--- src/hw/clic_pkg.sv ---
// shared widths, csr map, entry layout and enums for the clic rtl and its testbench
`default_nettype none

package clic_pkg;

  // csr data and address
  typedef logic [31:0] word_t;
  typedef logic [11:0] csr_addr_t;

  // instruction byte address
  localparam int IMEM_ADDR_WIDTH = 16;
  typedef logic [IMEM_ADDR_WIDTH-1:0] imem_addr_t;

  // vector table geometry
  localparam int VEC_COUNT       = 8;
  localparam int VEC_INDEX_WIDTH = 3;
  localparam int PRIO_WIDTH      = 3;

  // one stack entry per priority level
  localparam int STACK_DEPTH = 8;
  // depth count must hold STACK_DEPTH itself
  localparam int LEVEL_WIDTH = 4;

  // handler kept as word address, byte address minus two low bits
  localparam int HANDLER_WIDTH = IMEM_ADDR_WIDTH - 2;

  // csr map
  localparam csr_addr_t MINTTHRESH_ADDR  = 12'h347;
  localparam csr_addr_t STACK_LEVEL_ADDR = 12'h350;
  localparam csr_addr_t VEC_CSR_BASE     = 12'hb00;
  localparam csr_addr_t ENTRY_CSR_BASE   = 12'hb20;

  // entry word layout, prio sits in bits 4..2
  localparam int ENTRY_PEND_BIT = 0;
  localparam int ENTRY_EN_BIT   = 1;
  localparam int ENTRY_PRIO_LSB = 2;

  // pc value the core offers to return from an interrupt
  localparam imem_addr_t RETURN_MARKER = '1;

  // csr read-modify-write operation
  typedef enum logic [1:0] {
    CSR_NONE,
    CSR_RW,
    CSR_RS,
    CSR_RC
  } csr_op_e;

  // dispatcher decision per fetch
  typedef enum logic [1:0] {
    DISP_PASS,
    DISP_TAKE,
    DISP_RETURN,
    DISP_CHAIN
  } dispatch_e;

endpackage

`default_nettype wire

--- src/hw/clic_csr_file.sv ---
// csr register block of the clic: threshold, handler and entry registers, read mux
`timescale 1ns/1ps
`default_nettype none

module clic_csr_file
  import clic_pkg::*;
(
  input  logic                                      clk,
  input  logic                                      rst_n,
  // csr port from the core
  input  logic                                      csr_en,
  input  csr_addr_t                                 csr_addr,
  input  csr_op_e                                   csr_op,
  input  word_t                                     csr_wdata,
  // interrupt lines and stack depth
  input  logic [VEC_COUNT-1:0]                      irq,
  input  logic [LEVEL_WIDTH-1:0]                    level,
  // hardware updates from the dispatcher
  input  logic                                      thresh_we,
  input  logic [PRIO_WIDTH-1:0]                     thresh_wdata,
  input  logic                                      pend_clr,
  input  logic [VEC_INDEX_WIDTH-1:0]                pend_clr_index,
  // outputs
  output word_t                                     csr_rdata,
  output logic [PRIO_WIDTH-1:0]                     thresh,
  output logic [VEC_COUNT-1:0][PRIO_WIDTH-1:0]      entry_prio,
  output logic [VEC_COUNT-1:0]                      entry_en,
  output logic [VEC_COUNT-1:0]                      entry_pend,
  output logic [VEC_COUNT-1:0][HANDLER_WIDTH-1:0]   handler
);

  logic                       sel_thresh;
  logic                       sel_level;
  logic                       sel_vec;
  logic                       sel_entry;
  logic [VEC_INDEX_WIDTH-1:0] sel_index;
  logic                       wr;
  word_t                      new_word;

  // address decode, table blocks are aligned to eight entries
  assign sel_thresh = (csr_addr == MINTTHRESH_ADDR);
  assign sel_level  = (csr_addr == STACK_LEVEL_ADDR);
  assign sel_vec    = (csr_addr[11:VEC_INDEX_WIDTH] == VEC_CSR_BASE[11:VEC_INDEX_WIDTH]);
  assign sel_entry  = (csr_addr[11:VEC_INDEX_WIDTH] == ENTRY_CSR_BASE[11:VEC_INDEX_WIDTH]);
  assign sel_index  = csr_addr[VEC_INDEX_WIDTH-1:0];

  assign wr = csr_en && (csr_op != CSR_NONE);

  // read mux, unmapped reads zero
  always_comb begin
    csr_rdata = '0;
    if (sel_thresh) begin
      csr_rdata[PRIO_WIDTH-1:0] = thresh;
    end else if (sel_level) begin
      csr_rdata[LEVEL_WIDTH-1:0] = level;
    end else if (sel_vec) begin
      csr_rdata[HANDLER_WIDTH-1:0] = handler[sel_index];
    end else if (sel_entry) begin
      csr_rdata[ENTRY_PEND_BIT]                = entry_pend[sel_index];
      csr_rdata[ENTRY_EN_BIT]                  = entry_en[sel_index];
      csr_rdata[ENTRY_PRIO_LSB +: PRIO_WIDTH]  = entry_prio[sel_index];
    end
  end

  // read-modify-write on the value the read mux shows
  always_comb begin
    case (csr_op)
      CSR_RW:  new_word = csr_wdata;
      CSR_RS:  new_word = csr_rdata | csr_wdata;
      CSR_RC:  new_word = csr_rdata & ~csr_wdata;
      default: new_word = csr_rdata;
    endcase
  end

  // threshold, hardware update beats csr write
  always_ff @(posedge clk or negedge rst_n) begin
    if (!rst_n) begin
      thresh <= '0;
    end else if (thresh_we) begin
      thresh <= thresh_wdata;
    end else if (wr && sel_thresh) begin
      thresh <= new_word[PRIO_WIDTH-1:0];
    end
  end

  // vector table
  always_ff @(posedge clk or negedge rst_n) begin
    if (!rst_n) begin
      handler    <= '0;
      entry_prio <= '0;
      entry_en   <= '0;
      entry_pend <= '0;
    end else begin
      for (int k = 0; k < VEC_COUNT; k++) begin
        if (wr && sel_vec && (sel_index == VEC_INDEX_WIDTH'(k))) begin
          handler[k] <= new_word[HANDLER_WIDTH-1:0];
        end
        if (wr && sel_entry && (sel_index == VEC_INDEX_WIDTH'(k))) begin
          entry_prio[k] <= new_word[ENTRY_PRIO_LSB +: PRIO_WIDTH];
          entry_en[k]   <= new_word[ENTRY_EN_BIT];
          entry_pend[k] <= new_word[ENTRY_PEND_BIT];
        end
        // taken vector drops its pending bit
        if (pend_clr && (pend_clr_index == VEC_INDEX_WIDTH'(k))) begin
          entry_pend[k] <= 1'b0;
        end
        // later assignment wins, so a request overrides any clear
        if (irq[k]) begin
          entry_pend[k] <= 1'b1;
        end
      end
    end
  end

endmodule

`default_nettype wire

--- src/hw/clic_prio_select.sv ---
// picks the enabled pending vector of highest priority above the threshold
`timescale 1ns/1ps
`default_nettype none

module clic_prio_select
  import clic_pkg::*;
(
  input  logic [PRIO_WIDTH-1:0]                     thresh,
  input  logic [VEC_COUNT-1:0][PRIO_WIDTH-1:0]      entry_prio,
  input  logic [VEC_COUNT-1:0]                      entry_en,
  input  logic [VEC_COUNT-1:0]                      entry_pend,
  input  logic [VEC_COUNT-1:0][HANDLER_WIDTH-1:0]   handler,
  output logic                                      irq_hit,
  output logic [VEC_INDEX_WIDTH-1:0]                win_index,
  output logic [PRIO_WIDTH-1:0]                     win_prio,
  output logic [HANDLER_WIDTH-1:0]                  win_handler
);

  logic [PRIO_WIDTH-1:0]      run_prio;
  logic                       run_hit;
  logic [VEC_INDEX_WIDTH-1:0] run_index;

  // running maximum seeded with the threshold
  always_comb begin
    run_prio  = thresh;
    run_hit   = 1'b0;
    run_index = '0;
    for (int k = 0; k < VEC_COUNT; k++) begin
      // strictly greater, so ties keep the lower index
      if (entry_en[k] && entry_pend[k] && (entry_prio[k] > run_prio)) begin
        run_prio  = entry_prio[k];
        run_hit   = 1'b1;
        run_index = VEC_INDEX_WIDTH'(k);
      end
    end
  end

  assign irq_hit   = run_hit;
  assign win_index = run_index;
  // equals thresh when nothing hits
  assign win_prio  = run_prio;

  // handler of the winner
  assign win_handler = handler[run_index];

endmodule

`default_nettype wire

--- src/hw/clic_epc_stack.sv ---
// return address and saved threshold stack for nested interrupts
`timescale 1ns/1ps
`default_nettype none

module clic_epc_stack
  import clic_pkg::*;
(
  input  logic                   clk,
  input  logic                   rst_n,
  input  logic                   push,
  input  logic                   pop,
  input  imem_addr_t             push_addr,
  input  logic [PRIO_WIDTH-1:0]  push_prio,
  output imem_addr_t             top_addr,
  output logic [PRIO_WIDTH-1:0]  top_prio,
  output logic [LEVEL_WIDTH-1:0] level
);

  imem_addr_t                 addr_mem [STACK_DEPTH];
  logic [PRIO_WIDTH-1:0]      prio_mem [STACK_DEPTH];
  logic [VEC_INDEX_WIDTH-1:0] wr_ptr;
  logic [VEC_INDEX_WIDTH-1:0] top_ptr;

  // write slot is level, top is level minus one
  assign wr_ptr  = level[VEC_INDEX_WIDTH-1:0];
  assign top_ptr = wr_ptr - 1'b1;

  // depth counter
  always_ff @(posedge clk or negedge rst_n) begin
    if (!rst_n) begin
      level <= '0;
    end else if (push) begin
      level <= level + 1'b1;
    end else if (pop) begin
      level <= level - 1'b1;
    end
  end

  // storage
  always_ff @(posedge clk) begin
    if (push) begin
      addr_mem[wr_ptr] <= push_addr;
      prio_mem[wr_ptr] <= push_prio;
    end
  end

  // top of stack, undefined contents at level zero
  assign top_addr = addr_mem[top_ptr];
  assign top_prio = prio_mem[top_ptr];

endmodule

`default_nettype wire

--- src/hw/clic_dispatch.sv ---
// per-fetch decision between pass, take, return and tail-chain with its side effects
`timescale 1ns/1ps
`default_nettype none

module clic_dispatch
  import clic_pkg::*;
(
  input  logic                       pc_valid,
  input  imem_addr_t                 pc_in,
  // from the selector
  input  logic                       irq_hit,
  input  logic [VEC_INDEX_WIDTH-1:0] win_index,
  input  logic [PRIO_WIDTH-1:0]      win_prio,
  input  logic [HANDLER_WIDTH-1:0]   win_handler,
  input  logic [PRIO_WIDTH-1:0]      thresh,
  // from the stack
  input  imem_addr_t                 top_addr,
  input  logic [PRIO_WIDTH-1:0]      top_prio,
  // redirect
  output imem_addr_t                 pc_out,
  output dispatch_e                  decision,
  // stack control
  output logic                       push,
  output logic                       pop,
  output imem_addr_t                 push_addr,
  output logic [PRIO_WIDTH-1:0]      push_prio,
  // register updates
  output logic                       thresh_we,
  output logic [PRIO_WIDTH-1:0]      thresh_wdata,
  output logic                       pend_clr,
  output logic [VEC_INDEX_WIDTH-1:0] pend_clr_index
);

  logic is_ret;

  assign is_ret = (pc_in == RETURN_MARKER);

  // four-way decision, no strobe means pass
  always_comb begin
    if (!pc_valid) begin
      decision = DISP_PASS;
    end else if (is_ret && irq_hit) begin
      decision = DISP_CHAIN;
    end else if (irq_hit) begin
      decision = DISP_TAKE;
    end else if (is_ret) begin
      decision = DISP_RETURN;
    end else begin
      decision = DISP_PASS;
    end
  end

  // redirect target
  always_comb begin
    case (decision)
      DISP_TAKE, DISP_CHAIN: pc_out = {win_handler, 2'b00};
      DISP_RETURN:           pc_out = top_addr;
      default:               pc_out = pc_in;
    endcase
  end

  // stack only moves on take and return
  assign push      = (decision == DISP_TAKE);
  assign pop       = (decision == DISP_RETURN);
  assign push_addr = pc_in;
  assign push_prio = thresh;

  // take raises to the winner, return restores the saved level
  assign thresh_we    = (decision == DISP_TAKE) || (decision == DISP_RETURN);
  assign thresh_wdata = (decision == DISP_TAKE) ? win_prio : top_prio;

  // winner's pending bit goes on take and chain
  assign pend_clr       = (decision == DISP_TAKE) || (decision == DISP_CHAIN);
  assign pend_clr_index = win_index;

endmodule

`default_nettype wire

--- src/hw/clic_top.sv ---
// clic top level joining csr file, priority selector, epc stack and dispatcher
`timescale 1ns/1ps
`default_nettype none

module clic_top
  import clic_pkg::*;
(
  input  logic                 clk,
  input  logic                 rst_n,
  // csr port
  input  logic                 csr_en,
  input  csr_addr_t            csr_addr,
  input  csr_op_e              csr_op,
  input  word_t                csr_wdata,
  output word_t                csr_rdata,
  // interrupt lines
  input  logic [VEC_COUNT-1:0] irq,
  // fetch port
  input  logic                 pc_valid,
  input  imem_addr_t           pc_in,
  output imem_addr_t           pc_out
);

  // csr file to selector
  logic [PRIO_WIDTH-1:0]                    thresh;
  logic [VEC_COUNT-1:0][PRIO_WIDTH-1:0]     entry_prio;
  logic [VEC_COUNT-1:0]                     entry_en;
  logic [VEC_COUNT-1:0]                     entry_pend;
  logic [VEC_COUNT-1:0][HANDLER_WIDTH-1:0]  handler;

  // selector to dispatcher
  logic                       irq_hit;
  logic [VEC_INDEX_WIDTH-1:0] win_index;
  logic [PRIO_WIDTH-1:0]      win_prio;
  logic [HANDLER_WIDTH-1:0]   win_handler;

  // dispatcher and stack
  logic                       push;
  logic                       pop;
  imem_addr_t                 push_addr;
  logic [PRIO_WIDTH-1:0]      push_prio;
  imem_addr_t                 top_addr;
  logic [PRIO_WIDTH-1:0]      top_prio;
  logic [LEVEL_WIDTH-1:0]     level;

  // dispatcher back to csr file
  logic                       thresh_we;
  logic [PRIO_WIDTH-1:0]      thresh_wdata;
  logic                       pend_clr;
  logic [VEC_INDEX_WIDTH-1:0] pend_clr_index;
  // visible for bound checks
  dispatch_e                  decision;

  clic_csr_file csr_file_i (
    .clk, .rst_n,
    .csr_en, .csr_addr, .csr_op, .csr_wdata,
    .irq, .level,
    .thresh_we, .thresh_wdata, .pend_clr, .pend_clr_index,
    .csr_rdata, .thresh,
    .entry_prio, .entry_en, .entry_pend, .handler
  );

  clic_prio_select prio_select_i (
    .thresh, .entry_prio, .entry_en, .entry_pend, .handler,
    .irq_hit, .win_index, .win_prio, .win_handler
  );

  clic_epc_stack epc_stack_i (
    .clk, .rst_n,
    .push, .pop, .push_addr, .push_prio,
    .top_addr, .top_prio, .level
  );

  clic_dispatch dispatch_i (
    .pc_valid, .pc_in,
    .irq_hit, .win_index, .win_prio, .win_handler, .thresh,
    .top_addr, .top_prio,
    .pc_out, .decision,
    .push, .pop, .push_addr, .push_prio,
    .thresh_we, .thresh_wdata, .pend_clr, .pend_clr_index
  );

endmodule

`default_nettype wire

--- config.mk ---
export PLATFORM = sky130hd
export DESIGN_NAME = clic_top
export DESIGN_NICKNAME = d
export VERILOG_FILES = /design/src/hw/clic_pkg.sv /design/src/hw/clic_csr_file.sv /design/src/hw/clic_prio_select.sv /design/src/hw/clic_epc_stack.sv /design/src/hw/clic_dispatch.sv /design/src/hw/clic_top.sv
export SDC_FILE = /design/constraint.sdc
export NUM_CORES = 1
export LEC_CHECK = 0
export BUFFER_PORTS_ARGS = -buffer_cell sky130_fd_sc_hd__buf_2
export CORE_ASPECT_RATIO = 1.4
export CORE_UTILIZATION = 55
export CTS_BUF_LIST = sky130_fd_sc_hd__clkbuf_4 sky130_fd_sc_hd__clkbuf_8
export DETAILED_ROUTE_END_ITERATION = 10
export PLACE_DENSITY = 0.74
export SLEW_MARGIN = 20
export SYNTH_ARGS = -nofsm -noshare
export SYNTH_HDL_FRONTEND = slang
export SYNTH_SLANG_ARGS = --single-unit
export TNS_END_PERCENT = 5
--- constraint.sdc ---
create_clock -name clk -period 27 [get_ports clk]
set_clock_uncertainty 0.15 [all_clocks]
set_input_delay 2.7 -clock clk [delete_from_list [all_inputs] [get_ports clk]]
set_output_delay 2.7 -clock clk [all_outputs]
set_load 0.005 [all_outputs]
# Yosys cells after proc, flatten, opt, wreduce, memory -nomap -nowiden
# Memory sizes are Yosys's and may differ from the RTL's.
# Index checks and enable logic that the tools add are counted.
# W data, S select, Z words.
[totals]
wordCells = 215
out_inout_bits = 48
ff_bits = 159
in_bits = 74
mem_count = 2
ram_bits = 152
[mem_list]
columns = ["name", "words", "word_bits", "rd", "rd_ports_with_merged_regs", "write_ports", "line_no", "rtl"]
rows = [
  ["epc_stack_i.addr_mem", 8, 16, 1, 0, 1, "clic_epc_stack.sv:19", "imem_addr_t addr_mem [STACK_DEPTH];"],
  ["epc_stack_i.prio_mem", 8, 3, 1, 0, 1, "clic_epc_stack.sv:20", "logic [PRIO_WIDTH-1:0] prio_mem [STACK_DEPTH];"],
]
[classes]
n_bitwise = 3
add_sub_neg = 3
n_lt_le_gt_ge = 10
muxes = 77
n_eq_ne = 25
n_reduce_logical = 61
[op_table]
columns = ["op", "count"]
rows = [
  ["$bmux W14 S3", 2],
  ["$mux W3", 17],
  ["$logic_and A1 B1 Y1", 45],
  ["$pmux W14 S3", 1],
  ["$mux W1", 37],
  ["$pmux W16 S2", 1],
  ["$mux W14", 2],
  ["$eq A12 B10 Y1 const B", 2],
  ["$eq A3 B3 Y1 const B", 8],
  ["$gt A3 B3 Y1", 8],
  ["$reduce_bool A3 Y1", 8],
  ["$eq A9 B9 Y1 const B", 2],
  ["$eq A16 B16 Y1 const B", 1],
  ["$and A14 B14 Y14", 1],
  ["$not A14 Y14", 1],
  ["$or A14 B14 Y14", 1],
  ["$eq A3 B2 Y1 const B", 4],
  ["$mux W2", 6],
  ["$mux W4", 3],
  ["$mux W11", 1],
  ["$mux W10", 1],
  ["$mux W5", 2],
  ["$bmux W3 S3", 1],
  ["$mux W9", 1],
  ["12 further kinds", 23],
]

# Depth between registers and ports, before layout
[depth]
word_depth = 32
depth_mapped = 69
depth_no_buf = 66

# Hierarchy
# Synthesis repeated with hierarchy kept, for this count alone.
[unflattened]
cells_unflattened = 1321
hier_area_um2 = 17106.4
[modules_own_cells]
columns = ["module", "n_inst", "cells_each", "seq_area_each_um2", "area_per_inst_um2"]
rows = [
  ["clic_csr_file", 1, 666, 3878.7, 8131.5],
  ["clic_epc_stack", 1, 259, 4664.5, 6197.2],
  ["clic_prio_select", 1, 304, 0.0, 2189.6],
  ["clic_dispatch", 1, 92, 0.0, 588.1],
]

# Least setup slack after synthesis
# OpenSTA, ideal clock, no wires.
[synth_path]
path_type = "reg-to-output"
start = "register csr_file_i.thresh[1]"
end = "output port pc_out[2]"
t_arrival_ns = 11.785
stages_incl_launch_ff = 61
required_time_ns = 24.150
path_buffers = 3
path_slack_ns = 12.365
cell_sequence = "dfrtp_1 -> inv_1 -> ha_1 -> and2b_1 -> o311ai_2 -> nor2_1 -> mux2_2 -> ha_1 -> nor2_1 -> nand2_1 -> a21boi_0 -> o31a_1 -> mux2_2 -> ha_1 -> nor2_1 -> a31oi_1 -> and3_1 -> or2_2 -> (+25 left out) -> o21a_1 -> o2111ai_1 -> clkbuf_1 -> nor2_1 -> a21o_1 -> ha_1 -> nor2b_1 -> o21ai_0 -> nand2b_1 -> nand4_1 -> and2_1 -> nand3_1 -> o21ai_0 -> ha_1 -> clkbuf_1 -> nor3_2 -> o221ai_1 -> o211ai_1"
[synth_between]
elab_chain_cells = 30
word_cells_on_any_way = 49
cone_classes = "order compare (8); eq/ne (3); mux (28); reduce/logical (10)"
[synth_rtl]
columns = ["item", "line_no", "rtl"]
rows = [
  ["start, declared", "clic_csr_file.sv:25", "output logic [PRIO_WIDTH-1:0] thresh,"],
  ["start signal, assigned", "clic_csr_file.sv:80", "thresh <= thresh_wdata;"],
  ["start signal, assigned", "clic_csr_file.sv:82", "thresh <= new_word[PRIO_WIDTH-1:0];"],
  ["$gt A3 B3 Y1", "clic_prio_select.sv:30", "if (entry_en[k] && entry_pend[k] && (entry_prio[k] > run_prio)) begin"],
  ["$logic_and A1 B1 Y1", "clic_prio_select.sv:30", ""],
  ["$mux W3", "clic_prio_select.sv:30", ""],
  ["$gt A3 B3 Y1", "clic_prio_select.sv:30", ""],
  ["$logic_and A1 B1 Y1", "clic_prio_select.sv:30", ""],
  ["$mux W3", "clic_prio_select.sv:30", ""],
  ["$gt A3 B3 Y1", "clic_prio_select.sv:30", ""],
  ["$logic_and A1 B1 Y1", "clic_prio_select.sv:30", ""],
  ["(+14 left out)", "n/a", ""],
  ["$logic_and A1 B1 Y1", "clic_prio_select.sv:30", ""],
  ["$mux W1", "clic_prio_select.sv:30", ""],
  ["$mux W2 or $logic_and A1 B1 Y1 (tied branches)", "clic_dispatch.sv:44, clic_dispatch.sv:42", ""],
  ["$mux W2", "clic_dispatch.sv:42", "end else if (is_ret && irq_hit) begin"],
  ["$mux W2", "clic_dispatch.sv:40", "if (!pc_valid) begin"],
  ["$eq A2 B2 Y1 or $eq A2 B1 Y1 (tied branches)", "clic_dispatch.sv:55", "case (decision)"],
  ["$reduce_or A2 Y1", "clic_dispatch.sv:55", ""],
  ["$pmux W16 S2 *", "clic_dispatch.sv:55", ""],
  ["end, declared", "clic_top.sv:21", "output imem_addr_t pc_out"],
]
# Every way passes the cells marked *; elsewhere a longest branch is shown, timed or not. The select of a mux whose other input is x is not followed.

# Final worst setup path
[layout_path]
start = "register csr_file_i.thresh[2]"
end = "output port pc_out[15]"
# The elaborated chain is that of the path after synthesis.

==> results by group <==
Worst setup path
  – Required time of the worst setup path: between 20000 and 25000 ps
  – Critical path endpoint category: output port
  – Buf+Inv Stages, Crit Path: 3
  – Data arrival at the endpoint of the critical path: approximately 16000 ps
  – Worst R2R Path Depth: between 50 and 60
  – Critical Path Slowest Stage Cell: nand4_1
  – R2R Setup Slk: roughly 12000 ps
  – Critical Path Max Stage Delay: 680 ps
  – Critical path's top delay family: compound AO/OA/AOI/OAI gates
  – Reg-to-Reg End: epc_stack_i.addr_mem[4][3]$_DFFE_PP_
  – Worst Path Max Fanout: 25
  – Worst path most repeated cell: ha_1
  – Launching element type of the critical path: register
  – Startpoint-to-endpoint class of the critical path: register to output port
  – Startpoint of the worst register-to-register path: csr_file_i.thresh[2]$_DFFE_PN0P_

Clock network
  – Clock latency of the later-clocked register in the worst-skew pair: 590 ps
  – Clock tree from TritonCTS: done
  – CTS clk-pin slew, worst paths: ~60 ps
  – Post-cts hold buffer count: 0
  – CTS sink count: about 310
  – # H-tree levels: 2
  – Number of setup buffers added after CTS: 0
  – Deepest clock path buffer count: 3
  – Number of clock buffers inserted by TritonCTS: between 40 and 50
  – Post-CTS Resized: 0
  – Cell at the root of the clock tree: clkbuf_8

Timing
  – Setup_tns: 0 ps
  – Fmax: approximately 53 MHz
  – Minimum clock period after layout: ~19000 ps
  – Final Max Tran Viols: 0
  – Final cycle utilization of the critical path: between 60% and 70%
  – RSZ-0062 raised after global routing: false
  – Fin. Hold Viols: 0
  – Setup-violating endpoint count in the final report: 0
  – Normalized max-slew margin: 20.2%
  – Transition time of the tightest slew-check pin: roughly 1200 ps

GRT
  – Number of antenna violations at the first check in global routing: 3
  – Global route total overflow: 0
  – Pin count of the biggest net entering global routing: 91
  – Global-route wire length before repair: approximately 67 mm
  – Total routing usage reported by global routing: between 20% and 30%
  – Vias in the first global route: roughly 12000

Routing
  – DR pass1 iterations: 6
  – Number of DRC violations after detailed-routing iteration 0: between 1000 and 1500
  – Total routed wirelength: 43.8 mm
  – Count of unresolved DRC violations after routing: 0
  – Post-detailed-route wirelength per cell: about 24 um
  – Total vias in the final route: between 10000 and 15000
  – Per-cell via count in the routed design: 6.47
  – Detail Route Antenna Nets: 0

Floorplan
  – Core region area: 28600 um^2
  – Cell Rows: 73
  – Chip width: 147 um
  – Starting utilization of the core area: roughly 56%
  – Top-level I/O count: approximately 120
  – Die footprint: 30000 um^2
  – Y dimension of the die: between 200 and 250 um

Yosys
  – Primary flip-flop cell chosen by synthesis mapping: dfrtp_1
  – Cell variety after synth: 77
  – Fraction of synthesis flops using an asynchronous set or reset pin: slightly above 50%
  – Portion of the post-synthesis area used by sequential elements: 52.9%
  – Number of cells produced by synthesis: 1359
  – Number of flops mapped to enable cells by yosys: roughly 150
  – Area share of the largest cell type after synthesis: 28.3%
  – Mean cell area of the mapped netlist: about 12 um^2
  – Synth area leader: edfxtp_1
  – Top area cells in the synthesized netlist: edfxtp_1, dfrtp_1, mux4_2, nand2_1, o31ai_1
  – Post-synth design cell area: 16100 um^2
  – Post-synthesis register bit count: between 300 and 400
  – Number of warnings issued by yosys: 0

Place
  – Global placer's final weighted congestion: ~0.90
  – Count of buffers inserted at the top-level ports: 85
  – Placed wire-length estimate after detailed placement: between 20 and 30 mm
  – Post-DP Area: around 17000 um^2

Min path
  – Hold path depth: 1
  – Path category of the worst min-delay check: register to register
  – WHS Endpoint: epc_stack_i.level[3]$_DFFE_PN0N_
  – Hold Crit Start: epc_stack_i.level[3]$_DFFE_PN0N_

Layout
  – Layout fillers: about 2200
  – Commonest cells after routing, fill and taps aside: nand2_1, dfrtp_1, edfxtp_1, buf_2, mux4_2
  – Area added between synthesis and finish: 10.9%
  – Net total in the final layout: ~1500
  – Multi-input logic area: 7160 um^2
  – Register Area: 8540 um^2
  – Final core utilization: a little over three fifths
  – Summed area of non-filler cells in the final layout: ~18000 um^2
  – Share of layout cells above drive strength 1: a little under a quarter
  – Most frequent standard cell in the layout excluding fill and tap cells: nand2_1

Power
  – Power density relative to cell area: 52.4 nW/um^2
  – Leak Pwr: roughly 7.2 nW
  – Worst IR Drop VDD: 34.7 uV

Run status
  – Run status: finished clean

Job
  – Max-cap check violation count: 0
==> metrics by stage <==
stage | std cells | power [W] | hold WS, ps | setup slack, ps
floorplan | 1376 | 0.000528 | 292 | 12370
global placement | 1770 | 0.000549 | 322 | 9130
detailed placement | 1770 | 0.000549 | 322 | 8940
CTS | 1852 | 0.000942 | 336 | 8150
global route | 1852 | 0.000965 | 349 | 7250
finish | 1853 | 0.000937 | 332 | 8190
==> state kept, by name (all words and copies together), names as in the netlist <==
register / flops
csr_file_i.thresh: 3
csr_file_i.entry_pend: 8
epc_stack_i.prio_mem: 24
csr_file_i.entry_prio: 24
epc_stack_i.level: 4
csr_file_i.entry_en: 8
csr_file_i.handler: 112
epc_stack_i.addr_mem: 128
==> metal layers <==
layer,GRT usage [%],vias up,routed length (um)
met5,0,-,27
met1,37.0,5919,16400
met3,5.17,164,3520
li1,-,5317,-
met4,15.8,4,2300
met2,49.8,592,21500
==> how the worst max path moves through the flow <==
stage | from | cells after the start | end
after global placement | csr_file_i.thresh[2]$_DFFE_PN0P_ | 62 | pc_out[9]
after floorplan | csr_file_i.thresh[1]$_DFFE_PN0P_ | 60 | pc_out[2]
after global routing | csr_file_i.thresh[2]$_DFFE_PN0P_ | 61 | pc_out[15]
final | csr_file_i.thresh[2]$_DFFE_PN0P_ | 61 | pc_out[15]
after CTS | csr_file_i.thresh[2]$_DFFE_PN0P_ | 60 | pc_out[15]
after detailed placement | csr_file_i.thresh[2]$_DFFE_PN0P_ | 60 | pc_out[15]
==> synthesized netlist by cell type (all sizes together) (3+ instances only) <==
| cell | number |
|---|---|
| o31ai | 75 |
| ha | 20 |
| edfxtp | 152 |
| a311o | 4 |
| a211o | 8 |
| xnor2 | 3 |
| clkbuf | 56 |
| a221oi | 6 |
| mux2 | 49 |
| nor2b | 8 |
| a31oi | 8 |
| and2 | 12 |
| dfrtp | 159 |
| o22a | 11 |
| a21o | 11 |
| nand3 | 36 |
| o311ai | 4 |
| nand4 | 6 |
| a211oi | 15 |
| or3 | 3 |
| a21oi | 54 |
| mux4 | 77 |
| nor3 | 8 |
| o21a | 8 |
| nor2 | 78 |
| and4 | 3 |
| o22ai | 14 |
| nand2b | 9 |
| mux2i | 34 |
| inv | 37 |
| o21ai | 65 |
| buf | 35 |
| o221ai | 14 |
| nand2 | 208 |
| o211ai | 15 |
| or2 | 5 |
| and3 | 13 |
| a31o | 3 |
==> cell families (layout without fill, tap and decap cells) <==
| family | count (synthesis) | in the layout | synth area share (%) |
|---|---|---|---|
| mux | 160 | 160 | 16.3 |
| flops | 311 | 311 | 52.9 |
| simple gates | 398 | 398 | 10.8 |
| fa+ha+maj | 21 | 21 | 1.67 |
| buf+inv | 128 | 229 | 3.50 |
| other cells | 1 | 19 | 0.0232 |
| compound gates | 335 | 335 | 14.5 |
| xor+xnor | 5 | 5 | 0.271 |
==> worst register-to-register path: cells and delay by family, from the launching register on <==
kind                     cells  cell delay (ps)
AND/OR/NAND/NOR             23             5860
AO/OA/AOI/OAI               21             4590
adder cells (fa/ha/maj)      9             2580
multiplexers                 2              710
buffers and inverters        3              620
flip-flops                   1              590
==> power by group <==
group	internal, W	switching [W]
clock	0.000216	0.000181
sequential	0.000498	0.000000541
combinational	0.0000115	0.0000309
==> final cells by class <==
cell class	count	area share, %
Inverter	37	0.776
Clock buffer	69	4.85
Timing Repair Buffer	110	3.46
Tap cell	375	2.62
Sequential cell	311	47.7
Multi-Input combinational cell	937	40.0
Antenna cell	1	0.0140
Clock inverter	13	0.538
Note: power is estimated with default switching activity, not from simulation.
